<file path="config.mk">
export PLATFORM = sky130hd
export DESIGN_NAME = host_reader_flat
export DESIGN_NICKNAME = d
export VERILOG_FILES = /design/src/source/eth_rx_pkg.sv /design/src/source/buf_bus_if.sv /design/src/source/host_reader.sv /design/src/flat_wrapper.sv
export SDC_FILE = /design/constraint.sdc
export NUM_CORES = 1
export LEC_CHECK = 0
export ABC_CLOCK_PERIOD_IN_PS = 4300
export BUFFER_PORTS_ARGS = -buffer_cell sky130_fd_sc_hd__buf_2
export CAP_MARGIN = 10
export CORE_MARGIN = 10
export CORE_UTILIZATION = 39
export CTS_CLUSTER_SIZE = 8
export DETAILED_ROUTE_END_ITERATION = 12
export PLACE_DENSITY = 0.87
export SLEW_MARGIN = 20
export SYNTH_ARGS = -nofsm -noshare
export SYNTH_HDL_FRONTEND = slang
export SYNTH_SLANG_ARGS = --single-unit
</file>
<file path="constraint.sdc">
create_clock -name clock -period 4.3 [get_ports clock]
set_input_delay 0.215 -clock clock [delete_from_list [all_inputs] [get_ports clock]]
set_output_delay 0.215 -clock clock [all_outputs]
set_load 0.02 [all_outputs]
</file>
<file path="src/source/eth_rx_pkg.sv">
//----------------------------------------------------------
// ethernet receive definitions
//----------------------------------------------------------

package eth_rx_pkg;

  //----------------------------------------------------------
  // frame buffer geometry
  //----------------------------------------------------------
  // byte address into the shared frame buffer
  localparam int buf_addr_w = 11;
  // address bits inside one slot
  localparam int slot_addr_w = 10;
  // frame length counter, wide enough to hold a full slot
  localparam int len_w = 11;
  localparam logic [len_w-1:0] slot_bytes = 11'd1024;

  //----------------------------------------------------------
  // preamble and delimiter
  //----------------------------------------------------------
  localparam int pre_cnt_w = 3;
  // 0x55 bytes needed before the sfd
  localparam logic [pre_cnt_w-1:0] min_preamble = 3'd5;
  localparam logic [7:0] preamble_byte = 8'h55;
  localparam logic [7:0] sfd_byte = 8'hD5;

  //----------------------------------------------------------
  // fcs check
  //----------------------------------------------------------
  // ieee 802.3 generator, shifted msb first
  localparam logic [31:0] crc_poly = 32'h04C11DB7;
  // remainder left behind by a frame with a good fcs
  localparam logic [31:0] crc_residue = 32'hC704DD7B;

  // frame writer states
  typedef enum logic [1:0] {idle, write, post, drop} writer_state_t;

  // preamble detector states
  typedef enum logic [1:0] {wait_dv, preamble, payload} detect_state_t;

endpackage
</file>
<file path="src/source/buf_bus_if.sv">
//----------------------------------------------------------
// frame buffer bus
//----------------------------------------------------------
`timescale 1ns/100ps

interface buf_bus_if;
  import eth_rx_pkg::*;

  // byte wide data path
  localparam int data_w = 8;

  // held by the requester until grant
  logic req;
  // driven by the store, access happens in this cycle
  logic grant;
  logic we;
  logic [buf_addr_w-1:0] addr;
  logic [data_w-1:0] wdata;
  // read data, valid one cycle after grant
  logic [data_w-1:0] rdata;

  modport requester (output req, we, addr, wdata, input grant, rdata);

  modport store (input req, we, addr, wdata, output grant, rdata);

endinterface

</file>
<file path="src/source/host_reader.sv">
//----------------------------------------------------------
// host read port
//----------------------------------------------------------
`timescale 1ns/100ps

module host_reader (
  input  logic                             clock,
  input  logic                             rst_n,
  input  logic                             host_req,
  input  logic [eth_rx_pkg::buf_addr_w-1:0] host_addr,
  output logic                             host_ack,
  output logic [7:0]                       host_rdata,
  buf_bus_if.requester                     bus
);

  // release_ack waits for the host to drop its request
  typedef enum logic [1:0] {idle, fetch, hold, release_ack} reader_state_t;

  reader_state_t state;

  // one read per request, address held by the host
  assign bus.req = (state == fetch);
  assign bus.we = 1'b0;
  assign bus.addr = host_addr;
  assign bus.wdata = 8'h00;

  always_ff @(posedge clock) begin
    if (state == hold) begin
      host_rdata <= bus.rdata;
    end
  end

  always_ff @(posedge clock) begin
    if (!rst_n) begin
      state    <= idle;
      host_ack <= 1'b0;
    end else begin
      case (state)
        idle: if (host_req) state <= fetch;
        // may stall while the writer owns the ram
        fetch: if (bus.grant) state <= hold;
        hold: begin
          host_ack <= 1'b1;
          state    <= release_ack;
        end
        release_ack: begin
          if (!host_req) begin
            host_ack <= 1'b0;
            state    <= idle;
          end
        end
        default: state <= idle;
      endcase
    end
  end

endmodule

</file>
<file path="src/flat_wrapper.sv">
// flat-port wrapper written by rule: the top's interface ports become plain ports
module host_reader_flat 
  (clock, rst_n, host_req, host_addr, host_ack, host_rdata, bus_req, bus_we, bus_addr, bus_wdata, bus_grant, bus_rdata);
  buf_bus_if bus_i ();
  input  logic clock;
  input  logic rst_n;
  input  logic host_req;
  input  logic [eth_rx_pkg::buf_addr_w-1:0] host_addr;
  output logic host_ack;
  output logic [7:0] host_rdata;
  output wire logic [$bits(bus_i.req)-1:0] bus_req;
  output wire logic [$bits(bus_i.we)-1:0] bus_we;
  output wire logic [$bits(bus_i.addr)-1:0] bus_addr;
  output wire logic [$bits(bus_i.wdata)-1:0] bus_wdata;
  input wire logic [$bits(bus_i.grant)-1:0] bus_grant;
  input wire logic [$bits(bus_i.rdata)-1:0] bus_rdata;
  assign bus_req = bus_i.req;
  assign bus_we = bus_i.we;
  assign bus_addr = bus_i.addr;
  assign bus_wdata = bus_i.wdata;
  assign bus_i.grant = bus_grant;
  assign bus_i.rdata = bus_rdata;
  host_reader u_core (.clock(clock), .rst_n(rst_n), .host_req(host_req), .host_addr(host_addr), .host_ack(host_ack), .host_rdata(host_rdata), .bus(bus_i));
endmodule
</file>
# Yosys cells after proc, flatten, opt, wreduce, memory -nomap -nowiden
# Cells that the tools add are included.
# op_classes
n_eq_ne	6
muxes	6
reduce_logical	4
# op_table
operator	count
$pmux 2 s4	1
$mux 2	3
$eq 2x2->1 const B	2
$ne 2x2->1 const B	2
$reduce_and 3->1	1
$eq 2x1->1 const B	1
$logic_not 2->1	1
$ne 2x1->1 const B	1
$pmux 1 s2	1
$reduce_and 2->1	1
$reduce_bool 2->1	1
$mux 1	1
# word_totals
in_bits	23
elab_cells	19
register_bits	11

# Longest topological paths before layout
# depth
depth_word	3
depth_mapped	5
depth_no_buf	5

# Least setup slack after synthesis
# Ideal clock, no wire load.
# synth_timing
path_kind	flip-flop to flip-flop
startpoint	reg u_core.state[0]
endpoint	reg u_core.host_ack
path_stages_with_launch	5
setup_slack_ns	2.947
path_buffers	0
arrival_time_ns	1.262
period_less_slack_ns	1.353
setup_time_ns	0.091
cell_sequence	dfxtp_1 > inv_1 > ha_1 > or2_1 > a311oi_1
# synth_via
elab_chain_len	3
elab_cells_between_ends	6
cone_classes	3 x eq/ne; 1 x mux; 2 x reduce/logical
# synth_lines
element	line_no	source
from (decl)	host_reader.sv:19	reader_state_t state;
from (signal assigned)	host_reader.sv:35	state <= idle;
from (signal assigned)	host_reader.sv:39	idle: if (host_req) state <= fetch;
from (signal assigned)	host_reader.sv:41	fetch: if (bus.grant) state <= hold;
$eq 2x2->1	host_reader.sv:38	case (state)
$ne 2x2->1 (no source line) / $reduce_bool 2->1 (equally long branches)	n/a	
$reduce_and 2->1 (no source line)	n/a	
to (signal assigned)	host_reader.sv:36	host_ack <= 1'b0;
to (signal assigned)	host_reader.sv:43	host_ack <= 1'b1;
to (signal assigned)	host_reader.sv:48	host_ack <= 1'b0;
to (decl)	host_reader.sv:11	output logic host_ack,
# Parallel ways exist; a longest one is shown, timed or not.
# A chain may end at the register's enable or synchronous reset.

# Final worst setup path
# Ends and elaborated chain as after synthesis.

==> flow_summary.yaml <==
worst_setup_path:
  slowest_delay_ps: 410
  critPathTopFamily: "flip-flops"
  critical_path_required_ps: 4480
  crit_chain: "inv_1 -> ha_1 -> or2_1 -> a311oi_1"
  start_kind: "flop"
  rr_endpoint: "u_core.host_ack$_SDFFE_PN0P_"
  r2r-start: "u_core.state[0]$_SDFFE_PN0P_"
  crit_type: "reg2reg"
  arrival_ps: 1690
  crit_fanout: 10
  slowest_stage: "dfxtp_1"
  crit_cells: 4
  reg2reg_depth: 4
  r2r_slack_ps: 2790
  end_kind: "flop"
  crit_buf_inv: 1
clock_network:
  cts.sinks: 11
  cts_tree: "built"
  cts_setup_buffers: 0
  cts_buffer_depth: 2
  clkTransAtPathRegs_ps: 70
  cts_hold_buf: 0
  insertion_delay_ps: 270
  cts_resized: 0
  cts.htree.levels: 1
  cts_root_buf: "clkbuf_4"
  cts_buffers: 3
hold_path:
  whs_path_depth: 1
  min_to: "u_core.host_rdata[2]$_DFFE_PP_"
  holdCritPathClass: "in2reg"
  hp-start: "bus_rdata[2]"
synthesis:
  ys.flop_type: "edfxtp_1"
  yosys-top-cells-area: "edfxtp_1, buf_4, ha_1"
  synth.top_cell.area_share_pct: 38.4
  postSynthCellCount: 54
  yosysSeqAreaShare_pct: 48.0
  netlist_area_um2: 626
  ys_async_sr_fraction_pct: 0
  yosysMostFrequentCell: "buf_4"
  synth.cells.most_frequent: "buf_4, edfxtp_1, ha_1"
  synth_edf_count: 8
  yosysTopAreaCell: "edfxtp_1"
  ys_types: 16
  ys_warn_count: 0
  synth_seq_cells: 11
  syn_area_per_cell_um2: 11.6
sta:
  fin_crit_sh_pct: 35.2
  tns_ps: 0
  rsz0062_at_grt: "no"
  fmax_mhz: 661
  skew_ps: 6.55
  hold_viol_final: 0
  finalSetupViolations: 0
  slew_violations: 0
  min_period_ps: 1510
placement:
  port_buffers: 21
  gp_congestion: 0.664
power_and_ir_drop:
  swShare_pct: 36.0
  internal-power_w: 0.000229
  p_sw_w: 0.000129
  p_comb_share_pct: 36.6
  clockPowerShare_pct: 19.5
  vdd_drop_max_mv: 0.159
  sequentialPowerShare_pct: 43.8
  power_leakage_nw: 0.326
  power_density_nw_per_um2: 544
final_layout:
  fillCellCount: 153
  drive_gt1_share_pct: 37.3
  area_growth_pct: 5.00
  num_antenna_cells: 0
  nNetsFinal: 97
  fin_util_pct: 43.6
route:
  drtIter0Drc: 3
  wl_um: 1180
  drc: 0
  postRouteAntennaNets: 0
  first_pass_iters: 2
  avgRoutedWirePerCell_um: 14.2
  vias: 365
  via_per_inst: 4.40
floorplanning:
  die_w_um: 60.1
  row_count: 14
  core_um2: 1510
  initial_core_util_pct: 41.5
  die-height_um: 60.1
  io_pins: 53
  die-area_um2: 3610
global_routing:
  grt_pass1_vias: 376
  gr-total-overflow: 0
  grt_pass1_wl_um: 1720
  grt_max_degree: 11
  track_usage_pct: 6.39
  antenna_found_initial: 0
flow_run:
  drv_cap: 0
status:
  status: "completed"
==> through the flow <==
| stage | worst slack [ps] | power [W] | hold WS [ps] | instance area, um^2 | instances |
|---|---|---|---|---|---|
| after floorplan | 2950 | 0.000275 | 314 | 656 | 62 |
| after global placement | 2890 | 0.000288 | 392 | 631 | 79 |
| after detailed placement | 2810 | 0.000291 | 394 | 631 | 79 |
| after CTS | 2770 | 0.000362 | 116 | 657 | 83 |
| after global routing | 2680 | 0.000382 | 110 | 657 | 83 |
| final | 2790 | 0.000357 | 118 | 657 | 83 |
==> worst register-to-register path, cell delays in order (launching register included) <==
cell      delay [ps]
dfxtp_1          410
inv_1            100
ha_1             350
or2_1            300
a311oi_1         260
==> flip-flops by register name (all words and copies together), names as in the netlist <==
signal,cells
u_core.host_ack,1
u_core.state,2
u_core.host_rdata,8
==> cells by family after synthesis <==
kind of cell	after synthesis	synth area share (%)
AO/OA/AOI/OAI	3	3.80
buffers and inverters	23	25.8
adder cells (fa/ha/maj)	6	12.0
multiplexers	2	3.20
AND/OR/NAND/NOR	8	6.60
other	1	0.599
flip-flops	11	48.0
==> worst max-delay path by stage <==
| stage | start | endpoint | slack, ps |
|---|---|---|---|
| 6_report | u_core.state[0]$_SDFFE_PN0P_ | u_core.host_ack$_SDFFE_PN0P_ | 2790 |
| 5_1_grt | u_core.state[0]$_SDFFE_PN0P_ | u_core.host_ack$_SDFFE_PN0P_ | 2680 |
| 4_1_cts | u_core.state[0]$_SDFFE_PN0P_ | u_core.host_ack$_SDFFE_PN0P_ | 2770 |
| 3_5_place_dp | u_core.state[0]$_SDFFE_PN0P_ | u_core.host_ack$_SDFFE_PN0P_ | 2810 |
| 3_3_place_gp | u_core.state[0]$_SDFFE_PN0P_ | u_core.host_ack$_SDFFE_PN0P_ | 2890 |
| 2_1_floorplan | u_core.state[0]$_SDFFE_PN0P_ | u_core.host_ack$_SDFFE_PN0P_ | 2950 |
==> layer usage <==
| layer | wire length (um) | track usage [%] | part of all wire [%] |
|---|---|---|---|
| met1 | 418 | 5.85 | 36 |
| met3 | 245 | 4.87 | 21 |
| met5 | 0 | 0 | 0 |
| met4 | 34 | 5.45 | 2.9 |
| met2 | 478 | 9.12 | 41 |
==> final cells by class <==
cell class	instances	area [um^2]	area share (%)
multi-input combinational	28	194	29.5
timing repair buffer	21	105	16.0
sequential	11	300	45.7
inverter	3	11.3	1.71
tap	16	20.0	3.05
clock buffer	4	26.3	4.00
==> power groups by stage <==
stage	Combinational [W]	Sequential, W	Clock (W)
after floorplan	0.0000894	0.000185	0
after global placement	0.000130	0.000158	0
after detailed placement	0.000131	0.000159	0
after CTS	0.000133	0.000157	0.0000717
after global routing	0.000143	0.000162	0.0000773
final	0.000131	0.000157	0.0000697
==> cells in the final DEF, fill, tap and decap left out, drive strengths merged, types with 2 or more instances in the layout <==
master / count
dfxtp: 3
inv: 3
buf: 21
clkbuf: 4
nand2: 3
ha: 6
edfxtp: 8
mux2i: 2
conb: 9
Note: power is estimated with default switching activity, not from simulation.
