## config.mk

```make
export PLATFORM = sky130hd
export DESIGN_NAME = preamble_detector
export DESIGN_NICKNAME = d
export VERILOG_FILES = /design/src/source/eth_rx_pkg.sv /design/src/source/preamble_detector.sv
export SDC_FILE = /design/constraint.sdc
export NUM_CORES = 1
export LEC_CHECK = 0
export BUFFER_PORTS_ARGS = -buffer_cell sky130_fd_sc_hd__buf_4
export CORE_MARGIN = 4
export CORE_UTILIZATION = 47
export CTS_CLUSTER_SIZE = 24
export DETAILED_ROUTE_END_ITERATION = 12
export GPL_TIMING_DRIVEN = 0
export PLACE_DENSITY = 0.79
export SLEW_MARGIN = 15
export SYNTH_ARGS = -nofsm -noshare
export SYNTH_HDL_FRONTEND = slang
export SYNTH_SLANG_ARGS = --single-unit
```

## constraint.sdc

```tcl
create_clock -name clock -period 1.8 [get_ports clock]
set_input_delay 0 -clock clock [delete_from_list [all_inputs] [get_ports clock]]
set_output_delay 0 -clock clock [all_outputs]
set_load 0.02 [all_outputs]
```

## src/source/eth_rx_pkg.sv

```systemverilog
//----------------------------------------------------------
// ethernet receive definitions
//----------------------------------------------------------

package eth_rx_pkg;

  //----------------------------------------------------------
  // frame buffer geometry
  //----------------------------------------------------------
  // byte address into the shared frame buffer
  localparam int buf_addr_w = 11;
  // address bits inside one slot
  localparam int slot_addr_w = 10;
  // frame length counter, wide enough to hold a full slot
  localparam int len_w = 11;
  localparam logic [len_w-1:0] slot_bytes = 11'd1024;

  //----------------------------------------------------------
  // preamble and delimiter
  //----------------------------------------------------------
  localparam int pre_cnt_w = 3;
  // 0x55 bytes needed before the sfd
  localparam logic [pre_cnt_w-1:0] min_preamble = 3'd5;
  localparam logic [7:0] preamble_byte = 8'h55;
  localparam logic [7:0] sfd_byte = 8'hD5;

  //----------------------------------------------------------
  // fcs check
  //----------------------------------------------------------
  // ieee 802.3 generator, shifted msb first
  localparam logic [31:0] crc_poly = 32'h04C11DB7;
  // remainder left behind by a frame with a good fcs
  localparam logic [31:0] crc_residue = 32'hC704DD7B;

  // frame writer states
  typedef enum logic [1:0] {idle, write, post, drop} writer_state_t;

  // preamble detector states
  typedef enum logic [1:0] {wait_dv, preamble, payload} detect_state_t;

endpackage
```

## src/source/preamble_detector.sv

```systemverilog
//----------------------------------------------------------
// preamble and sfd detector
//----------------------------------------------------------
`timescale 1ns/100ps

module preamble_detector (
  input  logic       clock,
  input  logic       rst_n,
  input  logic [7:0] byte_data,
  input  logic       byte_valid,
  input  logic       dv,
  output logic [7:0] payload_data,
  output logic       payload_valid,
  output logic       active,
  output logic       frame_end
);
  import eth_rx_pkg::*;

  detect_state_t state;
  logic [pre_cnt_w-1:0] pre_cnt;
  logic dv_low_q;
  logic dv_gone;

  // at 100 Mb/s dv drops every second cycle, so two low cycles end a frame
  assign dv_gone = ~dv & dv_low_q;
  assign active = (state == payload);

  always_ff @(posedge clock) begin
    if (byte_valid) begin
      payload_data <= byte_data;
    end
  end

  always_ff @(posedge clock) begin
    if (!rst_n) begin
      state         <= wait_dv;
      pre_cnt       <= min_preamble;
      dv_low_q      <= 1'b1;
      payload_valid <= 1'b0;
      frame_end     <= 1'b0;
    end else begin
      dv_low_q      <= ~dv;
      payload_valid <= 1'b0;
      frame_end     <= 1'b0;
      case (state)
        wait_dv, preamble: begin
          if (dv_gone) begin
            state   <= wait_dv;
            pre_cnt <= min_preamble;
          end else if (byte_valid) begin
            state <= preamble;
            if (byte_data == preamble_byte) begin
              // count saturates, long preambles are fine
              if (pre_cnt != '0) begin
                pre_cnt <= pre_cnt - 1'b1;
              end
            end else if (byte_data == sfd_byte && pre_cnt == '0) begin
              state <= payload;
            end else begin
              pre_cnt <= min_preamble;
            end
          end
        end
        payload: begin
          payload_valid <= byte_valid;
          if (dv_gone) begin
            state     <= wait_dv;
            pre_cnt   <= min_preamble;
            frame_end <= 1'b1;
          end
        end
        default: state <= wait_dv;
      endcase
    end
  end

endmodule

```

* Yosys cells after proc, flatten, opt, wreduce, memory -nomap -nowiden *
Index checks and enable logic that the tools add are counted.

storage, ports and cells
  flip-flop bits (word level) = 16
  bits of input ports = 12
  output and inout bits = 11
  word-level logic and storage cells = 40

cells by class
  $add $sub $neg = 1
  eq/ne operators = 8
  muxes and demuxes = 14
  bitwise logic cells = 2
  reductions and logical operators = 9

operators with widths
  cell                   count
  $mux W3                6
  $mux W2                5
  $eq A8 B7 Y1 const B   1
  $eq A8 B8 Y1 const B   1
  $ne A4 B4 Y1 const B   2
  $pmux W3 S2            1
  $reduce_and A5 Y1      1
  $pmux W2 S2            1
  $reduce_and A2 Y1      2
  $logic_not A3 Y1       1
  $ne A3 B3 Y1 const B   1
  $reduce_bool A3 Y1     1
  $sub A3 B1 Y3 const B  1
  $eq A2 B1 Y1 const B   1
  $eq A2 B2 Y1 const B   1
  $logic_not A2 Y1       1
  $ne A2 B1 Y1 const B   1
  $reduce_bool A2 Y1     1
  $reduce_or A2 Y1       1
  $and A1 B1 Y1          1
  $logic_and A1 B1 Y1    1
  $mux W1                1
  $not A1 Y1             1

* Longest topological paths before layout *
Gate-level depths: netlist of the first run.

  depth in word-level cells = 7
  mapped depth = 7
  mapped depth without buffers = 7

* Least setup slack after synthesis of the first run *
No wires, ideal clock.

  path type = register to register
  from = register state[1]
  to = register pre_cnt[0]
  setup time = 0.117 ns
  arrival time = 1.243 ns
  required time = 1.683 ns
  slack = 0.440 ns
  stages on the path, launching flop included = 6
  path buffers = 0
  clock period less this slack = 1.360 ns
  cells stage by stage = dfxtp_1 nor2b_1 or3_4 nor3_1 mux2i_1 nand2b_1

between the ends
  elaborated cells between the ends (all ways) = 11
  classes of those cells = 6 x eq/ne; 1 x mux; 4 x reduce/logical

RTL lines
  what                                                                 RTL line                 source
  from (decl)                                                          preamble_detector.sv:19  detect_state_t state;
  from (signal assigned)                                               preamble_detector.sv:36  state <= wait_dv;
  from (signal assigned)                                               preamble_detector.sv:48  state <= wait_dv;
  from (signal assigned)                                               preamble_detector.sv:51  state <= preamble;
  $eq A2 B2 Y1 *                                                       n/a
  net active                                                           preamble_detector.sv:14  output logic active,
  $ne A2 B1 Y1 (no source line) or $reduce_bool A2 Y1 (tied branches)  n/a
  $reduce_and A5 Y1 (no source line)                                   n/a
  to (signal assigned)                                                 preamble_detector.sv:37  pre_cnt <= min_preamble;
  to (signal assigned)                                                 preamble_detector.sv:49  pre_cnt <= min_preamble;
  to (signal assigned)                                                 preamble_detector.sv:55  pre_cnt <= pre_cnt - 1'b1;
  to (decl)                                                            preamble_detector.sv:20  logic [pre_cnt_w-1:0] pre_cnt;

The timed path passes the listed nets; every way through them passes the cells marked *.
A chain may end at the register's enable or synchronous reset.

* Final worst setup path of the first run *
  from = input byte_data[1]
  to = register pre_cnt[2]

between the ends
  word-level cells in the longest chain between the ends = 5
  elaborated cells between the ends (all ways) = 10
  classes of those cells = 4 x eq/ne; 4 x mux; 2 x reduce/logical

ends and longest elaborated chain
  what                  RTL line                 source
  from (decl)           preamble_detector.sv:9   input logic [7:0] byte_data,
  $eq A8 B7 Y1          preamble_detector.sv:52  if (byte_data == preamble_byte) begin
  $mux W3               preamble_detector.sv:52
  $mux W3               preamble_detector.sv:50  end else if (byte_valid) begin
  $mux W3               preamble_detector.sv:47  if (dv_gone) begin
  $pmux W3 S2           preamble_detector.sv:45  case (state)
  to (signal assigned)  preamble_detector.sv:49
  to (signal assigned)  preamble_detector.sv:55
  to (signal assigned)  preamble_detector.sv:60  pre_cnt <= min_preamble;

Parallel ways exist; a longest one is shown, timed or not. The select of a mux whose other input is x is not followed.

==> results.toml, run 1 <==
[floorplan]
fp-row-count = 13
die_h_um = 46.5
core_um2 = 1350
dieArea_um2 = 2160
start_util = 0.516
top_level_ports = 23
die_w_um = 46.5

[drt]
avgRoutedWirePerCell_um = 14.5
first_iter_violations = 11
viasPerCell = 5.23
vias = 570
final_antenna_net_count = 0
totalWireLength_mm = 1.58
drt_first_pass_iters = 4
drc_errors = 0

[setup_path]
critPathRequiredTime_ns = 1.96
r2r_slack_ns = 0.33
max_stage_delay_ns = 0.54
r2r_start = "pre_cnt[0]$_SDFFE_PN1P_"
cp-startpoint = "byte_data[1]"
cp.depth = 6
critPathLaunchType = "input port"
cp_max_fo = 3
end_kind = "register"
r2r.worst_path.cells = 7
crit_chain = "dlygate4sd3_1 -> buf_4 -> nand4bb_4 -> or3_4 -> o31ai_1 -> nand3_1"
cp_top_family = "simple AND/OR/NAND/NOR gates"
critical_path_class = "input port to register"
path_buf_inv = 2
cp.arrival_ns = 1.70
cp_slowest_cell = "dlygate4sd3_1"
critPathCapture = "pre_cnt[2]$_SDFFE_PN1P_"
r2r_end = "pre_cnt[2]$_SDFFE_PN1P_"

[logic_synthesis]
synth_top_cell_area_share = 0.345
synth-seq-cells = 16
yosysWarnings = 0
synthCells = 57
ys_top_cells_by_area = "edfxtp_1 (34%), dfxtp_1 (23%), nand4bb_4 (3.9%)"
synth_nets = 71
yosysUniqueCellTypes = 23
synth_top_cell_by_area = "edfxtp_1"
yosysSeqAreaShare = 0.575
avgSynthCellArea_um2 = 12.2
syn_area_um2 = 697

[timing]
relSlewSlack = 0.755
finalWorstSetupSlack_ns = 0.261
min_period_ns = 1.54
setup_tns_ns = 0
rsz0062_at_grt = "false"
final-hold-violation-count = 0
tightest_slew_ns = 0.358
final-max-slew-violation-count = 0
hold_slack_ns = 0.0468
period_share = 0.855
setup_viol = 0
max_freq_mhz = 650
fin_skew_ns = 0.00420

[cts]
cts_max_level = 1
cts_tree = "done"
numCtsBuffers = 3
cts_buffer_depth = 2
ctsResizeCount = 0
root_buffer = "clkbuf_4"
cts.sinks = 16
insertion_delay_ns = 0.28
clk_pin_slew_worst_paths_ns = 0.10

[grt]
grt_overflow = 0
grt_pass1_vias = 586
grt.total_usage = 0.163
antenna_found_initial = 0
grt_max_degree = 15
grt_first_pass_wirelength_mm = 2.50

[final_layout]
diodes = 0
mostFrequentLayoutCells = "buf_4 (22), dlygate4sd3_1 (11), dfxtp_1 (8), edfxtp_1 (8), nand2_1 (6)"
mostFrequentLayoutCell = "buf_4"
nets = 109
fillCellCount = 98
drive_gt1_frac = 0.330
synthToLayoutAreaGrowth_pct = 47.4

[run]
maxCapViolations = 0

[placement]
io_buffers = 22
gp_congestion = 0.809
dpl.hpwl_mm = 1.00
place_ws_ns = 0.363

[min_path]
hold_path_class = "input port to register"

[power_and_ir_drop]
p_per_area_nw_per_um2 = 734
ir_worst_vdd_v = 0.000615
power_leakage_uw = 0.000432

[outcome]
status = "completed"
flip-flops by register name, summed over array words and instances, names as in the netlist:
signal,count
payload_data,8
state,2
dv_low_q,1
payload_valid,1
frame_end,1
pre_cnt,3
timing repair:
item,4_1_cts,5_1_grt
setup buffers,0,0
hold buffers,11,0
endpoints found under the hold margin,12,0
logic make-up (layout without fill, tap and decap cells):
| logic type | count (synthesis) | count (layout) | synth area share |
|---|---|---|---|
| multiplexers | 2 | 2 | 0.0287 |
| AO/OA/AOI/OAI | 6 | 6 | 0.0646 |
| buffers and inverters | 3 | 40 | 0.0162 |
| flip-flops | 16 | 16 | 0.575 |
| AND/OR/NAND/NOR | 28 | 28 | 0.280 |
| adder cells (fa/ha/maj) | 2 | 2 | 0.0359 |
worst min path at each step:
stage                     slack (ns)    startpoint  depth (start not counted)                        end
final                           0.05    byte_valid                          1  payload_data[3]$_DFFE_PP_
after global routing            0.04    byte_valid                          1  payload_data[3]$_DFFE_PP_
after CTS                       0.04    byte_valid                          1  payload_data[3]$_DFFE_PP_
after detailed placement        0.19  byte_data[6]                          1  payload_data[6]$_DFFE_PP_
after global placement          0.18            dv                          2        dv_low_q$_SDFF_PN1_
after floorplan                 0.06            dv                          1        dv_low_q$_SDFF_PN1_
final cells by class:
type                    instances  area (µm²)  share of cell area
inverters                       3        11.3              0.0110
repair buffers                 33         275               0.268
multi-input cells              38         285               0.278
clock buffers                   4        36.3              0.0353
well taps                      15        18.8              0.0183
flip-flops and latches         16         400               0.390
Yosys cell counts:
cell type and instances:
dfxtp_1 8, edfxtp_1 8, nand2_1 6, nand2b_1 4, inv_1 3, nor2_1 3
nor2b_1 3, nor3_1 3, and3_1 2, ha_1 2, mux2i_1 2, nand3_1 2
a2111oi_0 1, a21oi_2 1, a31oi_1 1, and3b_1 1, nand4bb_4 1, nor2b_2 1
nor4b_4 1, o21ai_0 1, o311ai_1 1, o31ai_1 1, or3_4 1
report_power, final:
| group | switching, µW | total, µW | leakage [µW] | internal, µW |
|---|---|---|---|---|
| Clock | 110 | 233 | 0.0000210 | 123 |
| Sequential | 5.68 | 406 | 0.000143 | 401 |
| Combinational | 54.6 | 115 | 0.000268 | 60.2 |
| Total | 171 | 754 | 0.000432 | 584 |
per-layer routing:
metal	routed length [µm]	GRT usage
met5	0	0
met4	2	0.0170
met3	118	0.0391
met2	824	0.302
met1	632	0.194
per-stage QoR:
step                cells   util  total power [µW]  instance area [µm²]
finish                109  0.761               754                 1030
detailed placement     94  0.652               509                  881
floorplan              57      -               455                  697
global placement       94  0.652               506                  881
global route          109  0.761               785                 1030
CTS                   109  0.761               758                 1030
Power figures use the tool's default switching activity.
==> run 2: changes to the inputs <==
==> constraint.sdc (replaced) <==
create_clock -name clock -period 1.8 [get_ports clock]
set_input_delay 0.27 -clock clock [delete_from_list [all_inputs] [get_ports clock]]
set_output_delay 0.27 -clock clock [all_outputs]
set_load 0.02 [all_outputs]
==> run 2 against run 1 <==
Critical path depth fell by 4; via count is 13% lower; die area did not move; fmax rose by 5.0%; combinational power shrank 19%; global-route usage shrank 3.4 points; largest power group unchanged; highest routed layer unchanged.
==> results.toml, run 2 (synthesis gave the netlist of run 1 again) <==
[final_layout]
finalNonFillerCells = 98
drive_gt1_frac = 0.373
mostFrequentLayoutCell = "buf_4"
top_register = "payload_data"
diodes = 0
final_area_um2 = 917
largest_reg_flops = 8
synthToLayoutAreaGrowth_pct = 31.6
nets = 98
top_regs = "payload_data: 8 flops, pre_cnt: 3 flops, state: 2 flops"
mostFrequentLayoutCells = "buf_4 (22), dfxtp_1 (8), edfxtp_1 (8)"

[setup_path]
cp_max_fo = 5
max_stage_delay_ns = 0.38
cp.arrival_ns = 1.20
cp_top_family = "flip-flops"
end_kind = "output port"
critPathLaunchType = "register"
crit_chain = "nor2b_1 -> buf_4"
cp_slowest_cell = "dfxtp_1"
path_buf_inv = 1
r2r_slack_ns = 0.36
critical_path_class = "register to output port"
critPathRequiredTime_ns = 1.53

[timing]
fin_skew_ns = 0.00126
max_freq_mhz = 682
period_share = 0.814
rsz0062_at_grt = "false"
tightest_slew_ns = 0.358
final-max-slew-violation-count = 0
finalWorstSetupSlack_ns = 0.335
setup_viol = 0
min_period_ns = 1.47
relSlewSlack = 0.755
final-hold-violation-count = 0
setup_tns_ns = 0

[drt]
viasPerCell = 5.06
drt_first_pass_iters = 2
totalWireLength_mm = 1.25
drc_errors = 0
final_antenna_net_count = 0
first_iter_violations = 8
avgRoutedWirePerCell_um = 12.7
vias = 496

[cts]
root_buffer = "clkbuf_4"
numCtsBuffers = 3
hold_buffers = 0
post-cts-setup-buffer-count = 0
insertion_delay_ns = 0.27
cts.sinks = 16
cts_tree = "done"
cts_max_level = 1
cts_buffer_depth = 2
clk_pin_slew_worst_paths_ns = 0.09
ctsResizeCount = 0

[floorplan]
top_level_ports = 23
core_um2 = 1350
fp-row-count = 13
die_h_um = 46.5
die_w_um = 46.5
dieArea_um2 = 2160
start_util = 0.516

[power_and_ir_drop]
finalPower_uw = 727
power_leakage_uw = 0.000388
ir_worst_vdd_v = 0.000497
p_per_area_nw_per_um2 = 793

[run]
maxCapViolations = 0

[min_path]
hold_path_class = "input port to register"

[placement]
place_ws_ns = 0.325
dpl.hpwl_mm = 1.00
io_buffers = 22
gp_congestion = 0.809
place_inst = 94
place_area_um2 = 881

[grt]
grt_pass1_vias = 492
grt.total_usage = 0.130
grt_max_degree = 15
antenna_found_initial = 0
grt_first_pass_wirelength_mm = 2.02
grt_overflow = 0

[outcome]
status = "completed"
run 2: stage by stage:
| step | hold slack [ns] | utilization |
|---|---|---|
| floorplan | 0.332 | - |
| global placement | 0.452 | 0.652 |
| detailed placement | 0.459 | 0.652 |
| CTS | 0.160 | 0.679 |
| global route | 0.156 | 0.679 |
| finish | 0.166 | 0.679 |
run 2: area by class of cell:
cell class,count,area [µm²]
Sequential cell,16,400
Tap cell,15,18.8
Timing Repair Buffer,22,165
Multi-Input combinational cell,38,285
Fill cell,115,433
Clock buffer,4,36.3
Inverter,3,11.3
run 2: worst paths after layout:
| path | start | end | cells after the start |
|---|---|---|---|
| worst max register to register | pre_cnt[0]$_SDFFE_PN1P_ | pre_cnt[2]$_SDFFE_PN1P_ | 7 |
| worst max-delay path | state[1]$_SDFFE_PN0P_ | active | 2 |
| worst min-delay path | dv | dv_low_q$_SDFF_PN1_ | 2 |
| worst min register to register | state[1]$_SDFFE_PN0P_ | state[0]$_SDFFE_PN0P_ | 1 |
run 2: power breakdown:
part / leakage (µW) / internal [µW] / switching, µW / total (µW)
Clock: 0.0000210 / 123 / 106 / 228
Combinational: 0.000224 / 44.7 / 48.4 / 93.0
Sequential: 0.000143 / 401 / 5.24 / 406
run 2: layer usage:
metal	wire [µm]	global-route usage	part of all wire
met1	540	0.161	0.43
met2	597	0.228	0.48
met3	102	0.0352	0.082
met4	6	0.0170	0.0048
met5	0	0	0
