[src/source/rgmii_nibble_demux.sv]
//----------------------------------------------------------
// rgmii nibble demultiplexer
//----------------------------------------------------------
`timescale 1ns/100ps

module rgmii_nibble_demux (
  input  logic       clock,
  input  logic       rst_n,
  input  logic       speed_1gb,
  input  logic [3:0] rx_data,
  input  logic       rx_ctl,
  output logic [7:0] byte_data,
  output logic       byte_valid,
  output logic       rx_error
);

  // falling edge capture, low nibble and rx_dv
  logic [3:0] fall_nib;
  logic       fall_ctl;
  // pairing stage at the rising edge
  logic [3:0] pair_lo;
  logic [3:0] pair_hi;
  logic       pair_dv;
  logic       pair_err;
  // 100 Mb/s assembly, first nibble of the byte
  logic [3:0] nib_lo;
  logic       err_lo;
  logic       phase;

  // rx_ctl carries rx_dv here, launched after the rising edge
  always_ff @(negedge clock) begin
    fall_nib <= rx_data;
    fall_ctl <= rx_ctl;
  end

  //----------------------------------------------------------
  // data path
  //----------------------------------------------------------
  always_ff @(posedge clock) begin
    pair_lo  <= fall_nib;
    pair_hi  <= rx_data;
    // second ctl value is dv xor er, so a mismatch flags an error
    pair_err <= fall_ctl ^ rx_ctl;
    if (!phase) begin
      nib_lo <= pair_lo;
      err_lo <= pair_err;
    end
    if (speed_1gb) begin
      byte_data <= {pair_hi, pair_lo};
    end else if (pair_dv && phase) begin
      // low half came one clock earlier
      byte_data <= {pair_lo, nib_lo};
    end
  end

  //----------------------------------------------------------
  // valid and error flags
  //----------------------------------------------------------
  always_ff @(posedge clock) begin
    if (!rst_n) begin
      pair_dv    <= 1'b0;
      phase      <= 1'b0;
      byte_valid <= 1'b0;
      rx_error   <= 1'b0;
    end else begin
      pair_dv <= fall_ctl;
      if (speed_1gb) begin
        phase      <= 1'b0;
        byte_valid <= pair_dv;
        rx_error   <= pair_dv & pair_err;
      end else if (!pair_dv) begin
        // phase realigns on every rise of rx_dv
        phase      <= 1'b0;
        byte_valid <= 1'b0;
        rx_error   <= 1'b0;
      end else begin
        phase      <= ~phase;
        byte_valid <= phase;
        rx_error   <= phase & (err_lo | pair_err);
      end
    end
  end

endmodule

[config.mk]
export PLATFORM = sky130hd
export DESIGN_NAME = rgmii_nibble_demux
export DESIGN_NICKNAME = d
export VERILOG_FILES = /design/src/source/rgmii_nibble_demux.sv
export SDC_FILE = /design/constraint.sdc
export NUM_CORES = 1
export LEC_CHECK = 0
export ABC_CLOCK_PERIOD_IN_PS = 1000
export BUFFER_PORTS_ARGS = -buffer_cell sky130_fd_sc_hd__buf_4
export CELL_PAD_IN_SITES_DETAIL_PLACEMENT = 0
export CELL_PAD_IN_SITES_GLOBAL_PLACEMENT = 1
export CORE_MARGIN = 2
export CORE_UTILIZATION = 43
export DETAILED_ROUTE_END_ITERATION = 6
export HOLD_SLACK_MARGIN = 0.1
export PLACE_DENSITY = 0.71
export SLEW_MARGIN = 20
export SYNTH_ARGS = -nofsm -noshare
export SYNTH_HDL_FRONTEND = slang
export SYNTH_SLANG_ARGS = --single-unit
[constraint.sdc]
create_clock -name clock -period 1 [get_ports clock]
set_clock_uncertainty 0.05 [all_clocks]
set_input_delay 0.2 -clock clock [delete_from_list [all_inputs] [get_ports clock]]
set_output_delay 0.2 -clock clock [all_outputs]
set_load 0.02 [all_outputs]
Word-level counts from Yosys, hierarchy flattened:

Cells that the tools add are included.

* register bits after elaboration: 31
* word-level logic and storage cells: 28

* multiplexer cells: 6
* bitwise operators: 7
* reductions and logical operators: 3

Operators by type and width (count)
* 8-bit two-way mux: 2
* 1-bit two-way mux: 4
* 1-bit inverter: 3
* 3-bit OR reduction: 1
* 1-bit bitwise AND: 2
* 2-bit nonzero test: 1
* 1-bit logical AND: 1
* 1-bit bitwise OR: 1
* 1-bit bitwise XOR: 1

Longest topological paths before layout:

Gate-level depths: netlist (run 1).

* word-level depth: 4
* mapped depth: 3
* depth with buffers taken out: 2

==> results of run 1 <==
## per-stage QoR
step | total power, W | setup TNS, ns | hold WS (ns) | setup WS [ns] | area [um2]
floorplan | 0.001592 | -0.1567 | 0.1777 | -0.08222 | 948.4
global route | 0.002498 | -1.523 | 0.1507 | -0.1632 | 1280
CTS | 0.002397 | -1.239 | 0.1390 | -0.1350 | 1262
finish | 0.002373 | -1.047 | 0.1598 | -0.1326 | 1280
global placement | 0.001657 | -0.3950 | 0.2622 | -0.08553 | 1100
detailed placement | 0.001663 | -0.4441 | 0.2634 | -0.09412 | 1100
## power by group through the flow
| stage | Combinational (W) | Clock [W] | Sequential, W |
|---|---|---|---|
| detailed placement | 0.000171 | 0.0000373 | 0.00145 |
| global placement | 0.000169 | 0.0000373 | 0.00145 |
| finish | 0.000205 | 0.000735 | 0.00143 |
| global route | 0.000221 | 0.000838 | 0.00144 |
| CTS | 0.000200 | 0.000766 | 0.00143 |
| floorplan | 0.0000732 | 0.0000373 | 0.00148 |
## metal layers
metal,up-vias,track usage [%],routed length (um)
met5,-,0,0
met4,0,8.108,7
met3,2,7.018,68
met2,16,13.20,487
met1,215,12.48,538
li1,245,-,-
## registers in the layout, summed over array words and instances, names as in the netlist, 4 cells and up
signal and count:
byte_data 8, fall_nib 4, nib_lo 4, pair_hi 4, pair_lo 4
## logic make-up after synthesis
group / after synthesis / share of synthesized area (%)
xor+xnor: 1 / 0.9237
simple gates: 6 / 3.035
compound gates: 2 / 2.243
buf+inv: 4 / 2.375
mux: 8 / 12.27
flops: 31 / 79.16
## how the worst max path moves through the flow
stage / endpoint / depth (start not counted) / start / slack (ns)
finish: pair_err$_DFF_P_ / 1 / fall_ctl$_DFF_N_ / -0.13
global route: byte_data[7] / 1 / byte_data[7]$_DFFE_PP_ / -0.16
CTS: byte_data[6] / 1 / byte_data[6]$_DFFE_PP_ / -0.13
detailed placement: pair_err$_DFF_P_ / 1 / fall_ctl$_DFF_N_ / -0.09
global placement: pair_err$_DFF_P_ / 1 / fall_ctl$_DFF_N_ / -0.09
floorplan: pair_err$_DFF_P_ / 1 / fall_ctl$_DFF_N_ / -0.08
## cell type report
type	instances	area [um2]
Tap cell	28	35.03
Fill cell	179	868.3
Clock inverter	8	36.28
Sequential cell	31	754.5
Multi-Input combinational cell	17	183.9
Inverter	2	7.507
Clock buffer	5	37.54
Timing Repair Buffer	23	225.2
## layout by cell type (no fill, tap or decap), drive strengths merged
cell type / n
a211oi: 1
a21o: 1
and2: 1
buf: 17
clkbuf: 5
clkinv: 2
clkinvlp: 1
dfxtp: 18
dlygate4sd3: 6
edfxtp: 13
inv: 7
mux2: 8
nand2: 1
nand2b: 1
nor2: 2
nor3: 1
xor2: 1
## what timing repair did
item                       in CTS  in global routing
setup endpoints to repair      12                 20
resized for setup              10                  5
hold buffers                    6                  0
setup buffers                   0                  0
hold endpoints to repair        6                  0
==> run summary, run 1 <==
The final-stage net count is 93. The post-synthesis net count came out at 60. The y dimension of the die came out at 50.97 um.

The static leakage came out at 0.5526 nW. sky130_fd_sc_hd__edfxtp_1 takes more of the synthesized area than any other cell. STA classifies the critical path endpoint as a flop. The maximum vdd drop came out at 1.288 mV. The number of antenna diodes in the final layout is 0. Dividing the detail-routed via count by the number of cells gives 4.193. In the post-route analysis, the smallest setup slack over all paths is -0.1326 ns. Sequential cells burn 60.4% of the power.

In this run, CTS created clock tree buffers numbering 5. The detailed router finished its first iteration with 4 violations. TritonCTS built the clock tree. The critical path class is reg2reg. The area of the die came out at 0.002597 mm2. The commonest cells after synthesis are 18 x sky130_fd_sc_hd__dfxtp_1, 13 x sky130_fd_sc_hd__edfxtp_1, 7 x sky130_fd_sc_hd__mux2_4, 3 x sky130_fd_sc_hd__inv_1, 2 x sky130_fd_sc_hd__nor2_1. The synthesized design contains 13 enable-type register cells. The flow ran to the end, but the final reports show violations. The share of total power in combinational logic is 8.6%. Counting instances, the worst hold path has a depth of 2.

The fraction of the core area covered by cells at the end of the flow came out at 59.58%. The routed design has 1102 um of wire. The clock power share came out at 31.0%. The die width is 50.97 um. The signal on the critical path passes through xor2_1. The total global routing track utilization is 10.57%. The share of the yosys chip area belonging to registers is 79.16%. Data on the critical path is required at its endpoint by 1.16 ns.

18 I/O pins were placed. The start point of the worst min-delay path is speed_1gb. Setup violations remaining at the end of the flow were counted as 12. The CTS H-tree depth came out at 2. Measured in cells, the most critical reg-to-reg path has a length of 1. Synthesis produced a netlist whose cell count is 52. The max-capacitance violation count is 0. Among all flip-flop cells after synthesis, the most frequent one is sky130_fd_sc_hd__dfxtp_1.

The end point of the most critical hold path is phase$_SDFF_PP0_. The HPWL reported at the end of detailed placement came out at 754.8 um. The cell sitting at the root of the clock tree is a sky130_fd_sc_hd__clkbuf_4. The startpoint of the worst register-to-register path is fall_ctl$_DFF_N_. In this design, the stage delay of the slowest critical-path cell is 0.31 ns. The total of warnings raised by yosys came out at 0.

The cell area after synthesis is 948.4 um2. The average instance area after synthesis is 18.24 um2. The residual DRC count came out at 0. The async set or reset register ratio after synthesis is 0%. The iteration count of the initial detailed-routing pass came out at 4.

The number of standard-cell rows in the floorplan is 17. The congestion estimate from routability-driven global placement came to 0.6600. sky130_fd_sc_hd__dfxtp_1 is the most common cell in the netlist. The clock latency of the later-clocked register in the worst-skew pair came out at 0.36 ns.

The checks that failed: setup timing. Dividing the detail-routed wire length by the instance count gives 9.667 um. Once detail routing completed, the nets flagged for antenna violations numbered 0. The endpoint identified for the worst register-to-register timing path is pair_err$_DFF_P_. The number of failing hold endpoints at the final stage is 0.

The worst setup path is launched from a flop. After synthesis the netlist holds a flip-flop and latch count of 31. The final route contains 478 vias. Grouping stages by cell kind, the critical path spends the most delay in flip-flops. The net switching fraction of the power is 23.37%. The internal portion of total power came out at 0.001818 W. The area inside the core boundary came out at 0.002148 mm2. The number of pins exceeding their max-slew limit in the final report came out at 0.

The power per cell area came out at 1854 mW/mm2. The top cell type's share of synthesized area is 41.16%. The number of global-route vias before repair is 393. Data arrives at the worst endpoint at 1.29 ns. The number of antenna violations at the first check in global routing is 0.

The actual transition at the worst max-transition pin came out at 0.2071 ns. Yosys attributes the largest share of cell area to sky130_fd_sc_hd__edfxtp_1 41%, sky130_fd_sc_hd__dfxtp_1 38%, sky130_fd_sc_hd__mux2_4 11%, sky130_fd_sc_hd__a211oi_2 1.3%, sky130_fd_sc_hd__buf_6 1.2%. The number of placed instances with taps included came out at 96. The count of distinct cell types in the synthesized netlist came out at 14. Setup repair after global routing could not meet its margin everywhere. The power spent charging and discharging nets came out at 0.0005545 W. The largest net degree at the start of global routing came out at 13. The internal reg-to-reg setup slack is -0.13 ns. The clock tree buffer depth is 2. For this design, the slowest cell found on the critical path is sky130_fd_sc_hd__dfxtp_2.

The buffers plus inverters on the worst setup path came out at 0. The worst min-delay path class is in2reg. The top fanout value on the critical path is 2. The filler-free cell count of the finished design is 114. The count of buffers inserted at the top-level ports is 17. The clock-pin slew reported for the worst setup and hold paths after clock tree synthesis is 0.09 ns.

From synthesis to final layout, the design area changed by 34.96%. For this configuration, the core starts out at a cell density of 44.15%. The share of cells above drive strength 1 is 45.35%. The global-route congestion overflow total is 0. The first global-routing pass estimated 1828 um of wire.

For this design, the sink count on the clock tree is 31. The relative slew slack came out at 86.18%.
No activity file was read; power rests on OpenSTA's default activity.
==> run 2, diff against run 1 <==
Settings changed: CORE_ASPECT_RATIO set to 0.8.
==> run summary, run 2 (synthesis gave the netlist of run 1 again) <==
The required time at the worst-slack endpoint came out at 1.17 ns (about the same). The final setup violation count is 12 (unchanged). The setup TNS after final layout came out at -1.052 ns (-0.004900 ns). The run finished, with violations left. The clock power share came out at 39.4% (+8.4 points).

The internal reg-to-reg setup slack is -0.13 ns (about the same). The power spent charging and discharging nets was 0.0005597 W (+0.94%). The path with the worst hold slack has its endpoint at phase$_SDFF_PP0_.

The cell depth of the worst hold path is 2 (unchanged). The path class of the tightest hold or removal check is in2reg. The total global routing track utilization is 10.43% (-0.15 points). Walking the worst path, the cells encountered are xor2_1.

The via density per instance is 4.351 (+3.8%). The HPWL reported at the end of detailed placement is 810 um (+7.3%). The area of the die came out at 0.002600 mm2 (about the same). The number of global-route vias before repair came out at 439 (+12%).

In this run the worst setup path begins at fall_ctl$_DFF_N_. The clock tree buffer depth came to 2 (unchanged). The final-stage net count came out at 93 (unchanged). The iteration count of the initial detailed-routing pass came out at 3 (-1). The wire length of the first global-routing pass came to 1842 um (+0.77%). The iteration-0 DRC count of the detailed router is 2 (-2). The setup path with the least slack is of type reg2reg. The number of standard-cell rows in the floorplan came out at 15 (-2).

The number of pins exceeding their max-slew limit in the final report is 0 (unchanged). The share of cells above drive strength 1 came out at 45.35% (unchanged). The library cell used most frequently in the layout, excluding fill and tap cells, is sky130_fd_sc_hd__dfxtp_1.

In this design, the largest share of critical-path delay is due to flip-flops. The worst-case reg-to-reg path depth came out at 1 (unchanged). The final reports fail on setup timing. The routability-driven placement congestion ratio was 0.6514 (-1.3%). In the layout the commonest cells are 15 x sky130_fd_sc_hd__dfxtp_1, 13 x sky130_fd_sc_hd__edfxtp_1, 10 x sky130_fd_sc_hd__buf_6.

The sequential group share of total power is 53.0% (-7.4 points). The starting density of the core is 44.72% (+0.57 points). Setup repair after global routing could not meet its margin everywhere.

The number of nets with antenna violations after routing came to 0 (unchanged). The CTS root buffer is sky130_fd_sc_hd__clkbuf_4. The routed wirelength normalized by instance count is 10.93 um (+13%). The relative slew slack is 87.46% (+1.3 points). The I/O pin count came to 18 (unchanged). The arrival time at the worst endpoint came out at 1.30 ns (about the same). The number of sinks handled by clock tree synthesis is 31 (unchanged).

The flip-flop count of the largest register after layout is 8 (unchanged). The residual DRC count came to 0 (unchanged). The area inside the core boundary was 0.002121 mm2 (-1.3%). The worst setup path is captured at a flop. The post-layout worst setup margin came out at -0.1349 ns (-0.002368 ns). The antenna diode count came to 0 (unchanged).

The number of filler instances in the final layout was 168 (-6.1%). The clock-pin slew reported for the worst setup and hold paths after clock tree synthesis is 0.10 ns (about the same). The aggregate routed wire length came out at 1213 um (+10%). STA classifies the critical path startpoint as a flop.

The sequential cell area was 754.5 um2 (unchanged). The power per cell area is 2067 mW/mm2 (+11%). The number of failing hold endpoints at the final stage is 0 (unchanged). The clock latency of the later-clocked register in the worst-skew pair is 0.36 ns (about the same). The count of buffers inserted at the top-level ports is 17 (unchanged). The CTS tree is built. The maximum vdd drop is 1.150 mV (-11%). Among all stages on the critical path, the largest delay is contributed by sky130_fd_sc_hd__dfxtp_2. The worst setup timing slack at the placement stage is -0.09060 ns (+0.003519 ns). The die width is 56.51 um (+11%).

The clock buffer count from CTS is 5 (unchanged). The static leakage was 0.5661 nW (+2.4%). The max-capacitance violation count is 0 (unchanged). The share of total power in combinational logic is 7.7% (-0.9 points). The delay of the slowest cell on the worst path is 0.31 ns (about the same). The top fanout value on the critical path came to 2 (unchanged).

The number of vias in the routed layout came out at 483 (+1.0%). The number of antenna violations at the first check in global routing is 0 (unchanged). The y dimension of the die is 46.01 um (-9.7%). The buffers plus inverters on the worst setup path is 0 (unchanged). The net switching fraction of the power was 20.67% (-2.7 points). The actual transition at the worst max-transition pin came out at 0.1878 ns (-0.01929 ns). The global-route congestion overflow total is 0 (unchanged). The start point of the worst min-delay path is speed_1gb. The CTS H-tree depth is 2 (unchanged). The startpoint identified for the worst register-to-register timing path is fall_ctl$_DFF_N_. The footprint of the multi-input gates came out at 183.9 um2 (unchanged). The endpoint identified for the worst register-to-register timing path is pair_err$_DFF_P_. The internal portion of total power is 0.002148 W (+18%). The relative area change from synthesis to final layout is 38.13%. The register with the most flip-flops is byte_data. The largest net degree at the start of global routing came out at 13 (unchanged).
==> run 2: layout make-up <==
class | instances | area share [%]
sequential | 31 | 57.59
tap | 25 | 2.388
clock buffer | 6 | 3.916
timing repair buffer | 23 | 17.19
multi-input combinational | 17 | 14.04
inverter | 2 | 0.5731
clock inverter | 7 | 4.298
==> run 2: routing by layer <==
metal / up-vias / global-route usage (%) / share of wire [%]
li1: 247 / - / -
met1: 216 / 9.982 / 41
met2: 17 / 17.44 / 52
met3: 3 / 5.966 / 5.3
met4: 0 / 7.143 / 1.7
met5: - / 0 / 0
==> run 2: worst max-delay path by stage <==
stage	cells past startpoint	slack, ns	endpoint
2_1_floorplan	1	-0.08	pair_err$_DFF_P_
3_3_place_gp	1	-0.08	pair_err$_DFF_P_
3_5_place_dp	1	-0.09	pair_err$_DFF_P_
4_1_cts	1	-0.15	byte_data[7]
5_1_grt	1	-0.17	byte_data[7]
6_report	1	-0.13	pair_err$_DFF_P_
==> run 2: power groups by stage <==
stage	Sequential (W)	Combinational [W]	Clock, W
6_report	0.00143	0.000207	0.00107
5_1_grt	0.00144	0.000219	0.00117
4_1_cts	0.00143	0.000201	0.00109
3_5_place_dp	0.00146	0.000173	0.0000373
3_3_place_gp	0.00145	0.000170	0.0000373
2_1_floorplan	0.00148	0.0000732	0.0000373
==> run 2: stage by stage <==
stage / cells / power [W] / hold slack [ns] / area (um2) / utilization (%)
finish: 111 / 0.002708 / 0.1582 / 1310 / 61.77
global route: 111 / 0.002830 / 0.1402 / 1310 / 61.77
CTS: 111 / 0.002729 / 0.1401 / 1290 / 60.83
detailed placement: 93 / 0.001666 / 0.2645 / 1096 / 51.68
global placement: 93 / 0.001659 / 0.2607 / 1096 / 51.68
floorplan: 52 / 0.001592 / 0.1777 / 948.4 / -
==> run 2: timing repair <==
action                                  in CTS  in global routing
gates resized for setup                     10                  5
hold endpoints to repair                     6                  0
endpoints found under the setup margin      12                 21
pin swaps                                    0                  0
setup buffers                                0                  0
hold buffers                                 6                  0
